### src/invadersPkg.sv
`default_nettype none

package invadersPkg;

	// widths
	localparam int COORD_W = 10;
	localparam int SCORE_W = 6;
	localparam int COLOR_W = 8;

	////////////////////////////////////////////////////////////////////////////
	// raster, 640x480 active inside an 800x521 scan
	localparam logic [COORD_W-1:0] H_TOTAL = 10'd800;
	localparam logic [COORD_W-1:0] V_TOTAL = 10'd521;
	localparam logic [COORD_W-1:0] H_PULSE = 10'd96;
	localparam logic [COORD_W-1:0] V_PULSE = 10'd2;
	localparam logic [COORD_W-1:0] H_BACK = 10'd144;
	localparam logic [COORD_W-1:0] H_FRONT = 10'd784;
	localparam logic [COORD_W-1:0] V_BACK = 10'd31;
	localparam logic [COORD_W-1:0] V_FRONT = 10'd511;

	// side bars of the play field
	localparam logic [COORD_W-1:0] LEFT_BAR = 10'd344;
	localparam logic [COORD_W-1:0] RIGHT_BAR = 10'd584;

	////////////////////////////////////////////////////////////////////////////
	// player and bullet
	localparam logic [COORD_W-1:0] PLAYER_Y = 10'd441;
	localparam logic [COORD_W-1:0] PLAYER_START_X = 10'd464;
	localparam logic [COORD_W-1:0] PLAYER_W = 10'd18;
	localparam logic [COORD_W-1:0] PLAYER_H = 10'd7;
	localparam logic [COORD_W-1:0] MUZZLE_X = 10'd9;
	localparam logic [COORD_W-1:0] BULLET_W = 10'd2;
	localparam logic [COORD_W-1:0] BULLET_H = 10'd10;

	// alien formation, offsets indexed by alien number
	localparam int NUM_ALIENS = 5;
	localparam logic [COORD_W-1:0] FORM_START_X = 10'd344;
	localparam logic [COORD_W-1:0] FORM_START_Y = 10'd251;
	localparam logic [NUM_ALIENS-1:0][COORD_W-1:0] ALIEN_OFS_X =
		{10'd80, 10'd0, 10'd80, 10'd40, 10'd0};
	localparam logic [NUM_ALIENS-1:0][COORD_W-1:0] ALIEN_OFS_Y =
		{10'd30, 10'd30, 10'd0, 10'd0, 10'd0};
	localparam logic [COORD_W-1:0] ALIEN_W = 10'd11;
	localparam logic [COORD_W-1:0] ALIEN_H = 10'd7;
	localparam int STEP_TICKS = 4;
	localparam int MARCH_STEPS = 144;
	localparam logic [COORD_W-1:0] DROP_ROWS = 10'd10;
	localparam logic [COORD_W-1:0] HIT_DEPTH = 10'd8;
	localparam logic [SCORE_W-1:0] SCORE_PER_HIT = 6'd10;

	// colours, rrr_ggg_bb
	localparam logic [COLOR_W-1:0] COL_BLACK = 8'h00;
	localparam logic [COLOR_W-1:0] COL_RED = 8'hE0;
	localparam logic [COLOR_W-1:0] COL_BAR = 8'hE3;
	localparam logic [COLOR_W-1:0] COL_WHITE = 8'hFF;
	localparam logic [COLOR_W-1:0] COL_YELLOW = 8'hFC;
	localparam logic [COLOR_W-1:0] COL_GREEN = 8'h1C;

endpackage

`default_nettype wire

### src/scanTiming.sv
`timescale 1ns/10ps
`default_nettype none

module scanTiming
	import invadersPkg::*;
(
	input wire clk,
	input wire spawnBullet,
	input wire pixelEn,
	output logic [COORD_W-1:0] hPos,
	output logic [COORD_W-1:0] vPos,
	output logic hsync,
	output logic vsync
);

	// pixel and line counters, one step per pixel strobe
	always_ff @(posedge clk or posedge spawnBullet)
	begin
		if (spawnBullet)
		begin
			hPos <= '0;
			vPos <= '0;
		end
		else if (pixelEn)
		begin
			if (hPos == H_TOTAL - 1'b1)
			begin
				hPos <= '0;
				// end of line, move to next line or wrap the frame
				if (vPos == V_TOTAL - 1'b1)
					vPos <= '0;
				else
					vPos <= vPos + 1'b1;
			end
			else
				hPos <= hPos + 1'b1;
		end
	end

	// active-low sync pulses at the start of line and frame
	assign hsync = (hPos >= H_PULSE);
	assign vsync = (vPos >= V_PULSE);

endmodule

`default_nettype wire

### src/playerCannon.sv
`timescale 1ns/10ps
`default_nettype none

module playerCannon
	import invadersPkg::*;
(
	input wire clk,
	input wire spawnBullet,
	input wire gameTick,
	input wire btnFire,
	input wire btnLeft,
	input wire btnRight,
	input wire bulletHit,
	input wire aliensRemain,
	input wire gameOver,
	output logic [COORD_W-1:0] playerX,
	output logic [COORD_W-1:0] bulletX,
	output logic [COORD_W-1:0] bulletY,
	output logic bulletActive
);

	////////////////////////////////////////////////////////////////////////////
	// cannon position, clamped between the bars
	always_ff @(posedge clk or posedge spawnBullet)
	begin
		if (spawnBullet)
			playerX <= PLAYER_START_X;
		else if (gameTick && !gameOver)
		begin
			if (btnLeft && playerX != LEFT_BAR)
				playerX <= playerX - 1'b1;
			// right is evaluated last so it takes over when both are held
			if (btnRight && playerX != RIGHT_BAR - PLAYER_W)
				playerX <= playerX + 1'b1;
		end
	end

	////////////////////////////////////////////////////////////////////////////
	// single bullet, spawned at the muzzle and rising one row per tick
	always_ff @(posedge clk or posedge spawnBullet)
	begin
		if (spawnBullet)
		begin
			bulletActive <= 1'b0;
			bulletX <= '0;
			bulletY <= '0;
		end
		else if (gameTick && !gameOver)
		begin
			if (bulletHit)
				bulletActive <= 1'b0;
			else if (bulletActive)
			begin
				bulletY <= bulletY - 1'b1;
				// top of the screen reached
				if (bulletY - 1'b1 <= V_BACK)
					bulletActive <= 1'b0;
			end
			else if (btnFire && aliensRemain)
			begin
				bulletActive <= 1'b1;
				bulletX <= playerX + MUZZLE_X;
				bulletY <= PLAYER_Y - PLAYER_H;
			end
		end
	end

endmodule

`default_nettype wire

### src/alienFormation.sv
`timescale 1ns/10ps
`default_nettype none

module alienFormation
	import invadersPkg::*;
(
	input wire clk,
	input wire spawnBullet,
	input wire gameTick,
	input wire [COORD_W-1:0] bulletX,
	input wire [COORD_W-1:0] bulletY,
	input wire bulletActive,
	output logic [COORD_W-1:0] formX,
	output logic [COORD_W-1:0] formY,
	output logic [NUM_ALIENS-1:0] aliveMask,
	output logic bulletHit,
	output logic aliensRemain,
	output logic gameOver,
	output logic [SCORE_W-1:0] score
);

	localparam int TICK_W = $clog2(STEP_TICKS);
	localparam int STEP_W = $clog2(MARCH_STEPS + 1);

	logic [TICK_W-1:0] tickCnt;
	logic [STEP_W-1:0] stepCnt;
	logic dirRight;
	logic [NUM_ALIENS-1:0][COORD_W-1:0] alienX;
	logic [NUM_ALIENS-1:0][COORD_W-1:0] alienY;
	logic [NUM_ALIENS-1:0] overlap;
	logic [NUM_ALIENS-1:0] killMask;
	logic [NUM_ALIENS-1:0] tooLow;

	////////////////////////////////////////////////////////////////////////////
	// per-alien origin, bullet overlap and landing check
	for (genvar i = 0; i < NUM_ALIENS; i++)
	begin : genAlien
		assign alienX[i] = formX + ALIEN_OFS_X[i];
		assign alienY[i] = formY + ALIEN_OFS_Y[i];
		assign overlap[i] = aliveMask[i] && bulletActive
			&& bulletX >= alienX[i] && bulletX <= alienX[i] + (ALIEN_W - 1'b1)
			&& bulletY >= alienY[i] && bulletY <= alienY[i] + HIT_DEPTH;
		assign tooLow[i] = aliveMask[i] && (alienY[i] > PLAYER_Y - 10'd8);
	end

	// isolate the lowest set bit, one kill per tick
	assign killMask = overlap & (~overlap + 1'b1);
	assign bulletHit = gameTick && !gameOver && (|overlap);
	assign aliensRemain = |aliveMask;

	always_ff @(posedge clk or posedge spawnBullet)
	begin
		if (spawnBullet)
		begin
			formX <= FORM_START_X;
			formY <= FORM_START_Y;
			dirRight <= 1'b1;
			tickCnt <= '0;
			stepCnt <= '0;
			aliveMask <= '1;
			score <= '0;
			gameOver <= 1'b0;
		end
		else if (gameTick && !gameOver)
		begin
			// march: sideways steps, then a drop and a turn
			if (tickCnt == TICK_W'(STEP_TICKS - 1))
			begin
				tickCnt <= '0;
				if (stepCnt == STEP_W'(MARCH_STEPS))
				begin
					formY <= formY + DROP_ROWS;
					dirRight <= !dirRight;
					stepCnt <= '0;
				end
				else
				begin
					formX <= dirRight ? formX + 1'b1 : formX - 1'b1;
					stepCnt <= stepCnt + 1'b1;
				end
			end
			else
				tickCnt <= tickCnt + 1'b1;

			if (bulletHit)
			begin
				aliveMask <= aliveMask & ~killMask;
				score <= score + SCORE_PER_HIT;
			end

			// sticky, cleared only by reset
			if (|tooLow)
				gameOver <= 1'b1;
		end
	end

endmodule

`default_nettype wire

### src/pixelComposer.sv
`timescale 1ns/10ps
`default_nettype none

module pixelComposer
	import invadersPkg::*;
(
	input wire [COORD_W-1:0] hPos,
	input wire [COORD_W-1:0] vPos,
	input wire [COORD_W-1:0] playerX,
	input wire [COORD_W-1:0] bulletX,
	input wire [COORD_W-1:0] bulletY,
	input wire bulletActive,
	input wire [COORD_W-1:0] formX,
	input wire [COORD_W-1:0] formY,
	input wire [NUM_ALIENS-1:0] aliveMask,
	input wire gameOver,
	output logic [COLOR_W-1:0] rgb
);

	logic [NUM_ALIENS-1:0] alienPix;
	logic activeArea;
	logic barPix;
	logic bulletPix;
	logic playerPix;

	////////////////////////////////////////////////////////////////////////////
	// object coverage at the current scan position
	for (genvar i = 0; i < NUM_ALIENS; i++)
	begin : genAlienPix
		logic [COORD_W-1:0] ax;
		logic [COORD_W-1:0] ay;

		assign ax = formX + ALIEN_OFS_X[i];
		assign ay = formY + ALIEN_OFS_Y[i];
		// box hangs upward from the origin row
		assign alienPix[i] = aliveMask[i]
			&& hPos >= ax && hPos <= ax + (ALIEN_W - 1'b1)
			&& vPos + (ALIEN_H - 1'b1) >= ay && vPos <= ay;
	end

	assign activeArea = hPos >= H_BACK && hPos < H_FRONT && vPos >= V_BACK && vPos < V_FRONT;
	assign barPix = hPos <= LEFT_BAR || hPos >= RIGHT_BAR;
	assign bulletPix = bulletActive
		&& hPos >= bulletX && hPos < bulletX + BULLET_W
		&& vPos + BULLET_H >= bulletY && vPos < bulletY;
	assign playerPix = hPos >= playerX && hPos < playerX + PLAYER_W
		&& vPos + PLAYER_H >= PLAYER_Y && vPos < PLAYER_Y;

	// priority from blanking down to background
	always_comb
	begin
		if (!activeArea)
			rgb = COL_BLACK;
		else if (gameOver)
			rgb = COL_RED;
		else if (|alienPix)
			rgb = COL_WHITE;
		else if (barPix)
			rgb = COL_BAR;
		else if (bulletPix)
			rgb = COL_YELLOW;
		else if (playerPix)
			rgb = COL_GREEN;
		else
			rgb = COL_BLACK;
	end

endmodule

`default_nettype wire

### src/spaceInvaders.sv
`timescale 1ns/10ps
`default_nettype none

module spaceInvaders
	import invadersPkg::*;
(
	input wire clk,
	input wire spawnBullet,
	input wire pixelEn,
	input wire gameTick,
	input wire btnFire,
	input wire btnLeft,
	input wire btnRight,
	output wire hsync,
	output wire vsync,
	output wire [COLOR_W-1:0] rgb,
	output wire [SCORE_W-1:0] score
);

	// scan position
	wire [COORD_W-1:0] hPos;
	wire [COORD_W-1:0] vPos;

	// cannon and bullet
	wire [COORD_W-1:0] playerX;
	wire [COORD_W-1:0] bulletX;
	wire [COORD_W-1:0] bulletY;
	wire bulletActive;

	// formation state
	wire [COORD_W-1:0] formX;
	wire [COORD_W-1:0] formY;
	wire [NUM_ALIENS-1:0] aliveMask;
	wire bulletHit;
	wire aliensRemain;
	wire gameOver;

	////////////////////////////////////////////////////////////////////////////
	scanTiming scanTiming_inst (
		.clk(clk),
		.spawnBullet(spawnBullet),
		.pixelEn(pixelEn),
		.hPos(hPos),
		.vPos(vPos),
		.hsync(hsync),
		.vsync(vsync)
	);

	playerCannon playerCannon_inst (
		.clk(clk),
		.spawnBullet(spawnBullet),
		.gameTick(gameTick),
		.btnFire(btnFire),
		.btnLeft(btnLeft),
		.btnRight(btnRight),
		.bulletHit(bulletHit),
		.aliensRemain(aliensRemain),
		.gameOver(gameOver),
		.playerX(playerX),
		.bulletX(bulletX),
		.bulletY(bulletY),
		.bulletActive(bulletActive)
	);

	alienFormation alienFormation_inst (
		.clk(clk),
		.spawnBullet(spawnBullet),
		.gameTick(gameTick),
		.bulletX(bulletX),
		.bulletY(bulletY),
		.bulletActive(bulletActive),
		.formX(formX),
		.formY(formY),
		.aliveMask(aliveMask),
		.bulletHit(bulletHit),
		.aliensRemain(aliensRemain),
		.gameOver(gameOver),
		.score(score)
	);

	// colour follows the counters in the same cycle
	pixelComposer pixelComposer_inst (
		.hPos(hPos),
		.vPos(vPos),
		.playerX(playerX),
		.bulletX(bulletX),
		.bulletY(bulletY),
		.bulletActive(bulletActive),
		.formX(formX),
		.formY(formY),
		.aliveMask(aliveMask),
		.gameOver(gameOver),
		.rgb(rgb)
	);

endmodule

`default_nettype wire

### config.mk
export PLATFORM = sky130hd
export DESIGN_NAME = spaceInvaders
export DESIGN_NICKNAME = d
export VERILOG_FILES = /design/src/invadersPkg.sv /design/src/scanTiming.sv /design/src/playerCannon.sv /design/src/alienFormation.sv /design/src/pixelComposer.sv /design/src/spaceInvaders.sv
export SDC_FILE = /design/constraint.sdc
export NUM_CORES = 1
export LEC_CHECK = 0
export ABC_AREA = 1
export BUFFER_PORTS_ARGS = -buffer_cell sky130_fd_sc_hd__buf_2
export CAP_MARGIN = 25
export CORE_UTILIZATION = 30
export DETAILED_ROUTE_END_ITERATION = 8
export SLEW_MARGIN = 10
export SYNTH_ARGS = -nofsm -noshare
export SYNTH_HDL_FRONTEND = slang
export SYNTH_HIERARCHICAL = 1
export SYNTH_SLANG_ARGS = --single-unit
### constraint.sdc
create_clock -name clk -period 3.6 [get_ports clk]
set_input_delay 0.54 -clock clk [delete_from_list [all_inputs] [get_ports clk]]
set_output_delay 0.54 -clock clk [all_outputs]
set_load 0.02 [all_outputs]
==> reports/results.tsv, run 1 <==
metric	value	unit
grt_max_degree	42	
drcViolationCount	0	
reg2reg_depth	28	
numPortBuffers	21	
drv_slew	0	
grt_pass1_vias	13300	
worstPathArrival	3550	ps
ys_seq_area_frac	0.166	
area_growth	23.4	%
crit_end	rgb[3]	
syn_avg_cell_area	7.02	um2
slowest_stage	dfstp_2	
track_usage	0.173	
cp_max_fo	6	
worstPathCellList	buf_12 > clkinvlp_4 > ha_2 > a21o_1 > or3b_4 > nor3_4 > xor2_1 > ha_1 > a21o_1 > nor2_1 > nand3_2 > nand2_2 > nand3_2 > nand2_2 > nand3_2 > nand2_2 > inv_2 > a21oi_4 > buf_6	
dp_cells	2750	
r2r_end	playerCannon_inst/bulletY[2]	
drtPass1Iterations	6	
max_slew.worst_pin.slew	856	ps
grt-ovfl-total	0	
crit-reg2reg-launch	alienFormation_inst/formY[1]	
max-vdd-ir-drop	0.363	mV
worst_slack	-487	ps
setup_viol	29	
synth-seq-cells	92	
hold_class	primary input to async pin	
cts_buffers	9	
async_reset_ff_frac	1.00	
leakage	9.09	nW
synthFlopType	dfrtp_1	
cap_violations	0	
die_y	218	um
avgRoutedWirePerCell	14.3	um
drt_iter0_drc	771	
gp_congestion	0.886	
clock_skew	24.6	ps
postRouteAntennaNets	0	
fin_util	0.378	
synthTopCellsByArea	ha_1 (25%), dfrtp_1 (13%), nand2_1 (12%), inv_1 (7.3%), xor2_1 (6.8%)	
power.density	275	nW/um2
grt_pass1_wl	65900	um
rsz0062_at_grt	yes	
core	45700	um2
htreeDepth	3	
synth_cells	1992	
initial_core_util	0.306	
end_kind	output pin	
diodes	0	
cts_sinks	92	
critPathRequiredTime	3060	ps
place_hpwl	32000	um
nets	2485	
max_slew_margin	0.429	
antenna_found_initial	0	
status	finished, violations left	
syn_area	14000	um2
drive_above_1_share	0.213	
fp-row-count	78	
cts.reportedPaths.clkPinSlew	90	ps
critPathKind	flip-flop to output pin	
cp-startpoint	alienFormation_inst/formX[3]	
min_period_over_period	1.14	
clock_latency	400	ps
cts_tree	yes	
synth_top_area_frac	0.249	
yosysWarnings	6	
fin_crit	4090	ps
viasPerCell	4.82	
critical_path.max_stage_delay	570	ps
ctsLongestPathBuffers	2	
synth_fp_nets	2279	
violations	setup timing	
synth_cell_types	58	
postCtsHoldBufs	0	
ioPinCount	23	
clock_tree.root_cell	clkbuf_16	
fin_cells	2803	
num_vias	13500	
hold_viol	0	
start_kind	flip-flop	
fmax	245	MHz
die_area	47500	um2
ff2ff_setup_slack	-400	ps
die_x	218	um
synth_edf_count	0	
yosys.area.top_type	ha_1	
totalWireLength	40200	um
## sequential cells by signal, indices dropped and copies added (netlist names), 2 cells and up
name and count:
alienFormation_inst/formX 10, alienFormation_inst/stepCnt 8, playerCannon_inst/playerX 10, alienFormation_inst/aliveMask 5
playerCannon_inst/bulletY 10, alienFormation_inst/formY 9, playerCannon_inst/bulletX 10, alienFormation_inst/score 5
scanTiming_inst/hPos 10, alienFormation_inst/tickCnt 2, scanTiming_inst/vPos 10
## cell usage in the layout, fill, tap and decap left out, types with 11 or more instances in the layout
| cell type | n |
|---|---|
| inv_1 | 257 |
| nor2_2 | 23 |
| xnor2_1 | 24 |
| a21o_1 | 14 |
| nand2_2 | 31 |
| nand2_4 | 14 |
| buf_6 | 23 |
| xor2_2 | 11 |
| nand3_2 | 19 |
| inv_2 | 22 |
| nand3_1 | 103 |
| buf_2 | 13 |
| nand2_1 | 438 |
| o21ai_2 | 12 |
| nand4_1 | 40 |
| nor2_1 | 173 |
| dfrtp_1 | 70 |
| ha_1 | 264 |
| nor3_1 | 28 |
| buf_4 | 184 |
| xor2_1 | 104 |
| a21oi_1 | 103 |
| dfstp_2 | 20 |
| o21ai_0 | 52 |
## worst min-delay path by stage
stage / to / cells after the start / slack (ps)
floorplan: alienFormation_inst/aliveMask[3] / 2 / 440
global placement: alienFormation_inst/tickCnt[1] / 2 / 470
detailed placement: alienFormation_inst/tickCnt[1] / 2 / 480
CTS: playerCannon_inst/bulletActive / 3 / 270
global route: alienFormation_inst/formY[9] / 2 / 120
finish: alienFormation_inst/formY[9] / 2 / 120
## cells by family (layout without fill, tap and decap cells)
group / after synthesis / in the layout / synth area share
buf+inv: 318 / 529 / 0.0946
compound gates: 240 / 240 / 0.0997
xor+xnor: 140 / 140 / 0.0909
other cells: 2 / 2 / 0.000537
simple gates: 920 / 920 / 0.296
fa+ha+maj: 280 / 280 / 0.252
flops: 92 / 92 / 0.166
## repair_timing
| action | 4_1_cts | 5_1_grt |
|---|---|---|
| resized for setup | 83 | 89 |
| endpoints found under the setup margin | 29 | 35 |
| setup buffers | 23 | 15 |
| pin swaps | 28 | 48 |
| gates cloned | 0 | 1 |
## through the flow
| step | setup TNS [ps] | total power, mW | cell area [um2] | setup slack (ps) | hold WS, ps |
|---|---|---|---|---|---|
| final | -11040 | 4.75 | 17200 | -487 | 123 |
| after global routing | -18950 | 5.19 | 17200 | -678 | 122 |
| after CTS | -9110 | 4.71 | 16700 | -506 | 273 |
| after detailed placement | -5160 | 3.54 | 16000 | -247 | 479 |
| after global placement | -3170 | 3.47 | 16000 | -166 | 466 |
| after floorplan | -1210 | 2.87 | 14100 | -158 | 436 |
## power breakdown
part	internal, mW	switching, mW	leakage [nW]
Combinational	0.906	1.38	7.86
Clock	0.564	0.538	0.160
Sequential	1.10	0.264	1.07
## cells in the mapped netlist, drive strengths merged, types with 3 or more instances
master	n
nand2	484
inv	286
ha	278
nor2	208
nand3	125
xor2	115
a21oi	108
o21ai	78
dfrtp	72
nand4	41
nor3	40
buf	29
xnor2	25
dfstp	20
a21o	14
o211ai	9
o21a	8
o22ai	8
nand3b	7
nor4	7
or2	5
o21bai	4
a211oi	3
a21boi	3
## cell type report
type	count	area, um2
clock inverter	7	103
multi-input combinational	1582	10900
sequential	92	2330
clock buffer	9	225
inverter	287	1120
fill	4721	28400
timing repair inverter	1	11.3
timing repair buffer	225	1810
tap	600	751
## worst max-delay path, delay by kind of cell (launching register included)
kind | cells | cell delay (ps)
compound gates | 3 | 570
xor+xnor | 1 | 140
fa+ha+maj | 2 | 520
buf+inv | 4 | 430
flops | 1 | 570
simple gates | 9 | 930
## per-layer routing
layer	vias up	wire, um	track usage
met5	-	0	0
met3	46	1330	0.0208
li1	6903	-	-
met4	0	985	0.0573
met2	226	19000	0.296
met1	6340	18900	0.225
Power figures use the tool's default switching activity.
==> inputs of run 2 (changes only) <==
==> constraint.sdc (replaced) <==
create_clock -name clk -period 3.6 [get_ports clk]
set_input_delay 0.54 -clock clk [delete_from_list [all_inputs] [get_ports clk]]
set_output_delay 0.54 -clock clk [all_outputs]
set_load 0.005 [all_outputs]
==> reports/results.tsv, run 2 (synthesis gave the netlist of run 1 again) <==
metric	value	unit
grt-ovfl-total	0	
cts_sinks	92	
gp_congestion	0.946	
violations	setup timing	
die_x	218	um
fin_crit	4010	ps
max-vdd-ir-drop	0.250	mV
drtPass1Iterations	5	
cts_tree	yes	
dp_slack	-310	ps
grt_max_degree	42	
cp_max_fo	5	
max_slew_margin	0.400	
rsz0062_at_grt	yes	
final_cell_mix	nand2_1 (450), ha_1 (267), inv_1 (258)	
num_vias	13600	
mostFrequentLayoutCell	nand2_1	
antenna_found_initial	0	
track_usage	0.170	
setup_viol	29	
ioPinCount	23	
grt_pass1_wl	64900	um
start_kind	flip-flop	
drt_iter0_drc	835	
die_y	218	um
drv_slew	0	
hold_class	primary input to async pin	
postRouteAntennaNets	0	
grt_pass1_vias	12900	
power.density	271	nW/um2
core	45700	um2
switching_share	0.464	
die_area	47500	um2
drcViolationCount	0	
numPortBuffers	21	
place_hpwl	32000	um
clock_latency	400	ps
fmax	249	MHz
clkPwrFrac	0.230	
area_growth	20.6	%
initial_core_util	0.306	
tns	-7880	ps
cts.reportedPaths.clkPinSlew	90	ps
end_kind	output pin	
nets	2468	
worstPathArrival	3470	ps
hold_viol	0	
fp-row-count	78	
postCtsHoldBufs	0	
internal_power	2.45	mW
drive_above_1_share	0.196	
p_sw	2.12	mW
avgRoutedWirePerCell	14.3	um
diodes	0	
htreeDepth	3	
cts_buffers	9	
critPathKind	flip-flop to output pin	
max_slew.worst_pin.slew	899	ps
status	finished, violations left	
clock_skew	19.9	ps
clock_tree.root_cell	clkbuf_16	
totalWireLength	40000	um
min_period_over_period	1.11	
worst_slack	-413	ps
cap_violations	0	
comb_power_share	0.475	
viasPerCell	4.87	
critPathRequiredTime	3060	ps
leakage	8.94	nW
ctsLongestPathBuffers	2	
p_seq_frac	0.296	
run 2: changes by cell type in the layout (fill, tap and decap cells not counted), moves of 3 or more:
cell	delta
buf_4	-4
nand2_1	+12
nand2_2	-5
a21oi_1	-3
o21ai_2	-6
buf_2	+7
buf_6	-17
nor3_1	+3
inv_4	-3
a21oi_2	+3
ha_1	+3
ha_2	-4
nand2_4	-6
o21ai_0	+6
run 2: what timing repair did:
action / 4_1_cts / 5_1_grt
pin swaps: 39 / 38
endpoints found under the setup margin: 29 / 35
gates cloned: 0 / 0
setup buffers: 15 / 7
gates resized for setup: 54 / 52
hold endpoints to repair: 0 / 0
run 2: final timing paths:
check,cells after the start,to,startpoint,slack [ps]
setup / recovery,19,rgb[7],alienFormation_inst/formX[4],-410
hold / removal,2,alienFormation_inst/formY[2],spawnBullet,130
setup reg to reg,26,playerCannon_inst/bulletY[5],alienFormation_inst/formX[4],-300
hold reg to reg,2,alienFormation_inst/tickCnt[1],alienFormation_inst/tickCnt[1],500
max in group asynchronous,2,scanTiming_inst/hPos[6],spawnBullet,2640
min in group clk,3,alienFormation_inst/gameOver,gameTick,460
run 2: critical path: stages, from the launching register on:
cell and delay, ps:
dfstp_2 580, buf_12 140, ha_4 150, xor2_2 80
or3b_4 410, buf_4 150, xor2_2 140, ha_1 290
nand2_1 90, nor2_4 160, nand3_2 90, nand3_2 90
nand2_2 70, nand3_1 90, nand3_2 90, nand2_2 80
nand3_2 90, nor2_2 120, nor2_2 50, buf_2 120
run 2: per-layer routing:
metal / share of wire / track usage
met1: 0.48 / 0.229
met2: 0.47 / 0.285
met3: 0.032 / 0.0218
met4: 0.020 / 0.0441
met5: 0 / 0
run 2: per-stage QoR:
stage / std cells / hold WS, ps / power, mW / utilization / area, um2
floorplan: 1992 / 436 / 2.82 / - / 14000
global placement: 2748 / 466 / 3.40 / 0.348 / 15900
detailed placement: 2748 / 482 / 3.48 / 0.348 / 15900
CTS: 2779 / 271 / 4.57 / 0.363 / 16600
global route: 2786 / 142 / 5.00 / 0.369 / 16900
finish: 2786 / 133 / 4.57 / 0.369 / 16900
run 2: cell type report:
cell class                      count  area (um2)
Clock buffer                        9         225
Clock inverter                      7        93.8
Fill cell                        4739       28800
Inverter                          287        1110
Multi-Input combinational cell   1582       10800
Sequential cell                    92        2330
Tap cell                          600         751
Timing Repair Buffer              209        1580
run 2: power groups by stage:
stage	Combinational (mW)	Sequential, mW	Clock (mW)
4_1_cts	2.12	1.36	1.08
5_1_grt	2.50	1.38	1.12
3_5_place_dp	2.10	1.38	0
3_3_place_gp	2.02	1.38	0
2_1_floorplan	1.50	1.32	0
6_report	2.17	1.35	1.05
==> inputs of run 3 (changes only) <==
--- a/config.mk
+++ b/config.mk
@@ -10,6 +10,7 @@
 export CAP_MARGIN = 25
 export CORE_UTILIZATION = 30
 export DETAILED_ROUTE_END_ITERATION = 8
+export SKIP_CTS_REPAIR_TIMING = 1
 export SLEW_MARGIN = 10
 export SYNTH_ARGS = -nofsm -noshare
 export SYNTH_HDL_FRONTEND = slang
==> reports/results.tsv, run 3 (synthesis gave the netlist of run 1 again) <==
metric	value	unit
status	finished, violations left	
violations	setup timing	
max_slew_margin	0.404	
totalWireLength	39600	um
die_y	218	um
mostFrequentLayoutCell	nand2_1	
cts.reportedPaths.clkPinSlew	100	ps
core	45700	um2
ctsLongestPathBuffers	2	
grt_pass1_wl	64300	um
worstPathCellList	buf_12 > buf_4 > ha_1 > a21oi_2 > nor2_1 > nand2_1 > buf_4 > xor2_1 > ha_1 > nand2_1 > nor2_2 > nand3_1 > nand3_1 > nand2_1 > nand3_1 > nand3_2 > nand2_2 > nand3_1 > nor2_1 > nor2_2 > buf_2	
cts_tree	yes	
max_slew.worst_pin.slew	893	ps
drv_slew	0	
htreeDepth	3	
drcViolationCount	0	
min_period_over_period	1.13	
gp_congestion	0.946	
grt_max_degree	42	
start_kind	flip-flop	
critPathKind	flip-flop to output pin	
hold_viol	0	
worst_slack	-484	ps
clock_tree.root_cell	clkbuf_16	
fin_crit	4080	ps
die_area	47500	um2
numPortBuffers	21	
drtPass1Iterations	7	
cts_sinks	92	
power.density	274	nW/um2
end_kind	output pin	
viasPerCell	4.86	
fillers	4758	
hold_class	primary input to async pin	
grt-ovfl-total	0	
multi_input_area	10600	um2
critical_path.max_stage_delay	590	ps
cts_buffers	9	
avgRoutedWirePerCell	14.3	um
diodes	0	
slowest_stage	dfstp_2	
dp_slack	-310	ps
cp_max_fo	5	
cap_violations	0	
nets	2460	
worstPathArrival	3540	ps
drive_above_1_share	0.181	
rsz0062_at_grt	yes	
num_vias	13500	
grt_pass1_vias	12800	
clock_latency	410	ps
ioPinCount	23	
fmax	245	MHz
power	4.56	mW
antenna_found_initial	0	
track_usage	0.168	
crit_path_frequent_cell	nand3_1	
ff_latch_area	2330	um2
area_growth	19.0	%
setup_viol	29	
fin_util	0.364	
critPathRequiredTime	3060	ps
postRouteAntennaNets	0	
place_hpwl	32000	um
fp-row-count	78	
drt_iter0_drc	831	
max-vdd-ir-drop	0.260	mV
initial_core_util	0.306	
clock_skew	21.5	ps
final_cell_mix	nand2_1 (456), ha_1 (268), inv_1 (262)	
die_x	218	um
leakage	8.89	nW
## run 3: final cells by class
class / instances / share of cell area
Clock inverter: 7 / 0.00564
Multi-Input combinational cell: 1582 / 0.639
Timing Repair Buffer: 201 / 0.0903
Tap cell: 600 / 0.0451
Inverter: 287 / 0.0664
Clock buffer: 9 / 0.0135
Sequential cell: 92 / 0.140
## run 3: layer usage
| metal | up-vias | track usage | part of all wire |
|---|---|---|---|
| met2 | 269 | 0.280 | 0.47 |
| met1 | 6322 | 0.228 | 0.48 |
| li1 | 6857 | - | - |
| met3 | 43 | 0.0223 | 0.037 |
| met4 | 0 | 0.0434 | 0.017 |
| met5 | - | 0 | 0 |
## run 3: path summary, 6_finish.rpt
| check | cells past startpoint | slack [ps] | endpoint | startpoint |
|---|---|---|---|---|
| hold reg to reg | 2 | 500 | alienFormation_inst/tickCnt[1] | alienFormation_inst/tickCnt[1] |
| max in group asynchronous | 2 | 2650 | scanTiming_inst/hPos[6] | spawnBullet |
| hold / removal | 2 | 140 | alienFormation_inst/formY[2] | spawnBullet |
| min in group clk | 3 | 450 | alienFormation_inst/gameOver | gameTick |
| setup / recovery | 21 | -480 | rgb[7] | alienFormation_inst/formX[4] |
| setup reg to reg | 26 | -360 | playerCannon_inst/bulletY[2] | alienFormation_inst/formX[4] |
## run 3: through the flow
step | hold slack (ps) | setup TNS (ps) | std cells | instance area [um2]
6_report | 139 | -9670 | 2778 | 16600
2_1_floorplan | 436 | -1210 | 1992 | 14000
3_3_place_gp | 466 | -3680 | 2748 | 15900
5_1_grt | 142 | -18100 | 2778 | 16600
4_1_cts | 271 | -11440 | 2764 | 16200
3_5_place_dp | 482 | -6620 | 2748 | 15900
## run 3: worst max-delay path: cells and delay by family (launching register included)
kind                       cells  cell delay (ps)
adders and majority gates      2              490
buffers and inverters          4              530
xor gates and xnor gates       1              140
and+or+nand+nor               13             1310
DFF                            1              590
AOI/OAI and AO/OA              1               90
## run 3: power breakdown
part           switching, mW  internal [mW]  leakage, nW
clock network          0.552          0.501        0.153
registers              0.256           1.10         1.06
logic                   1.31          0.840         7.67
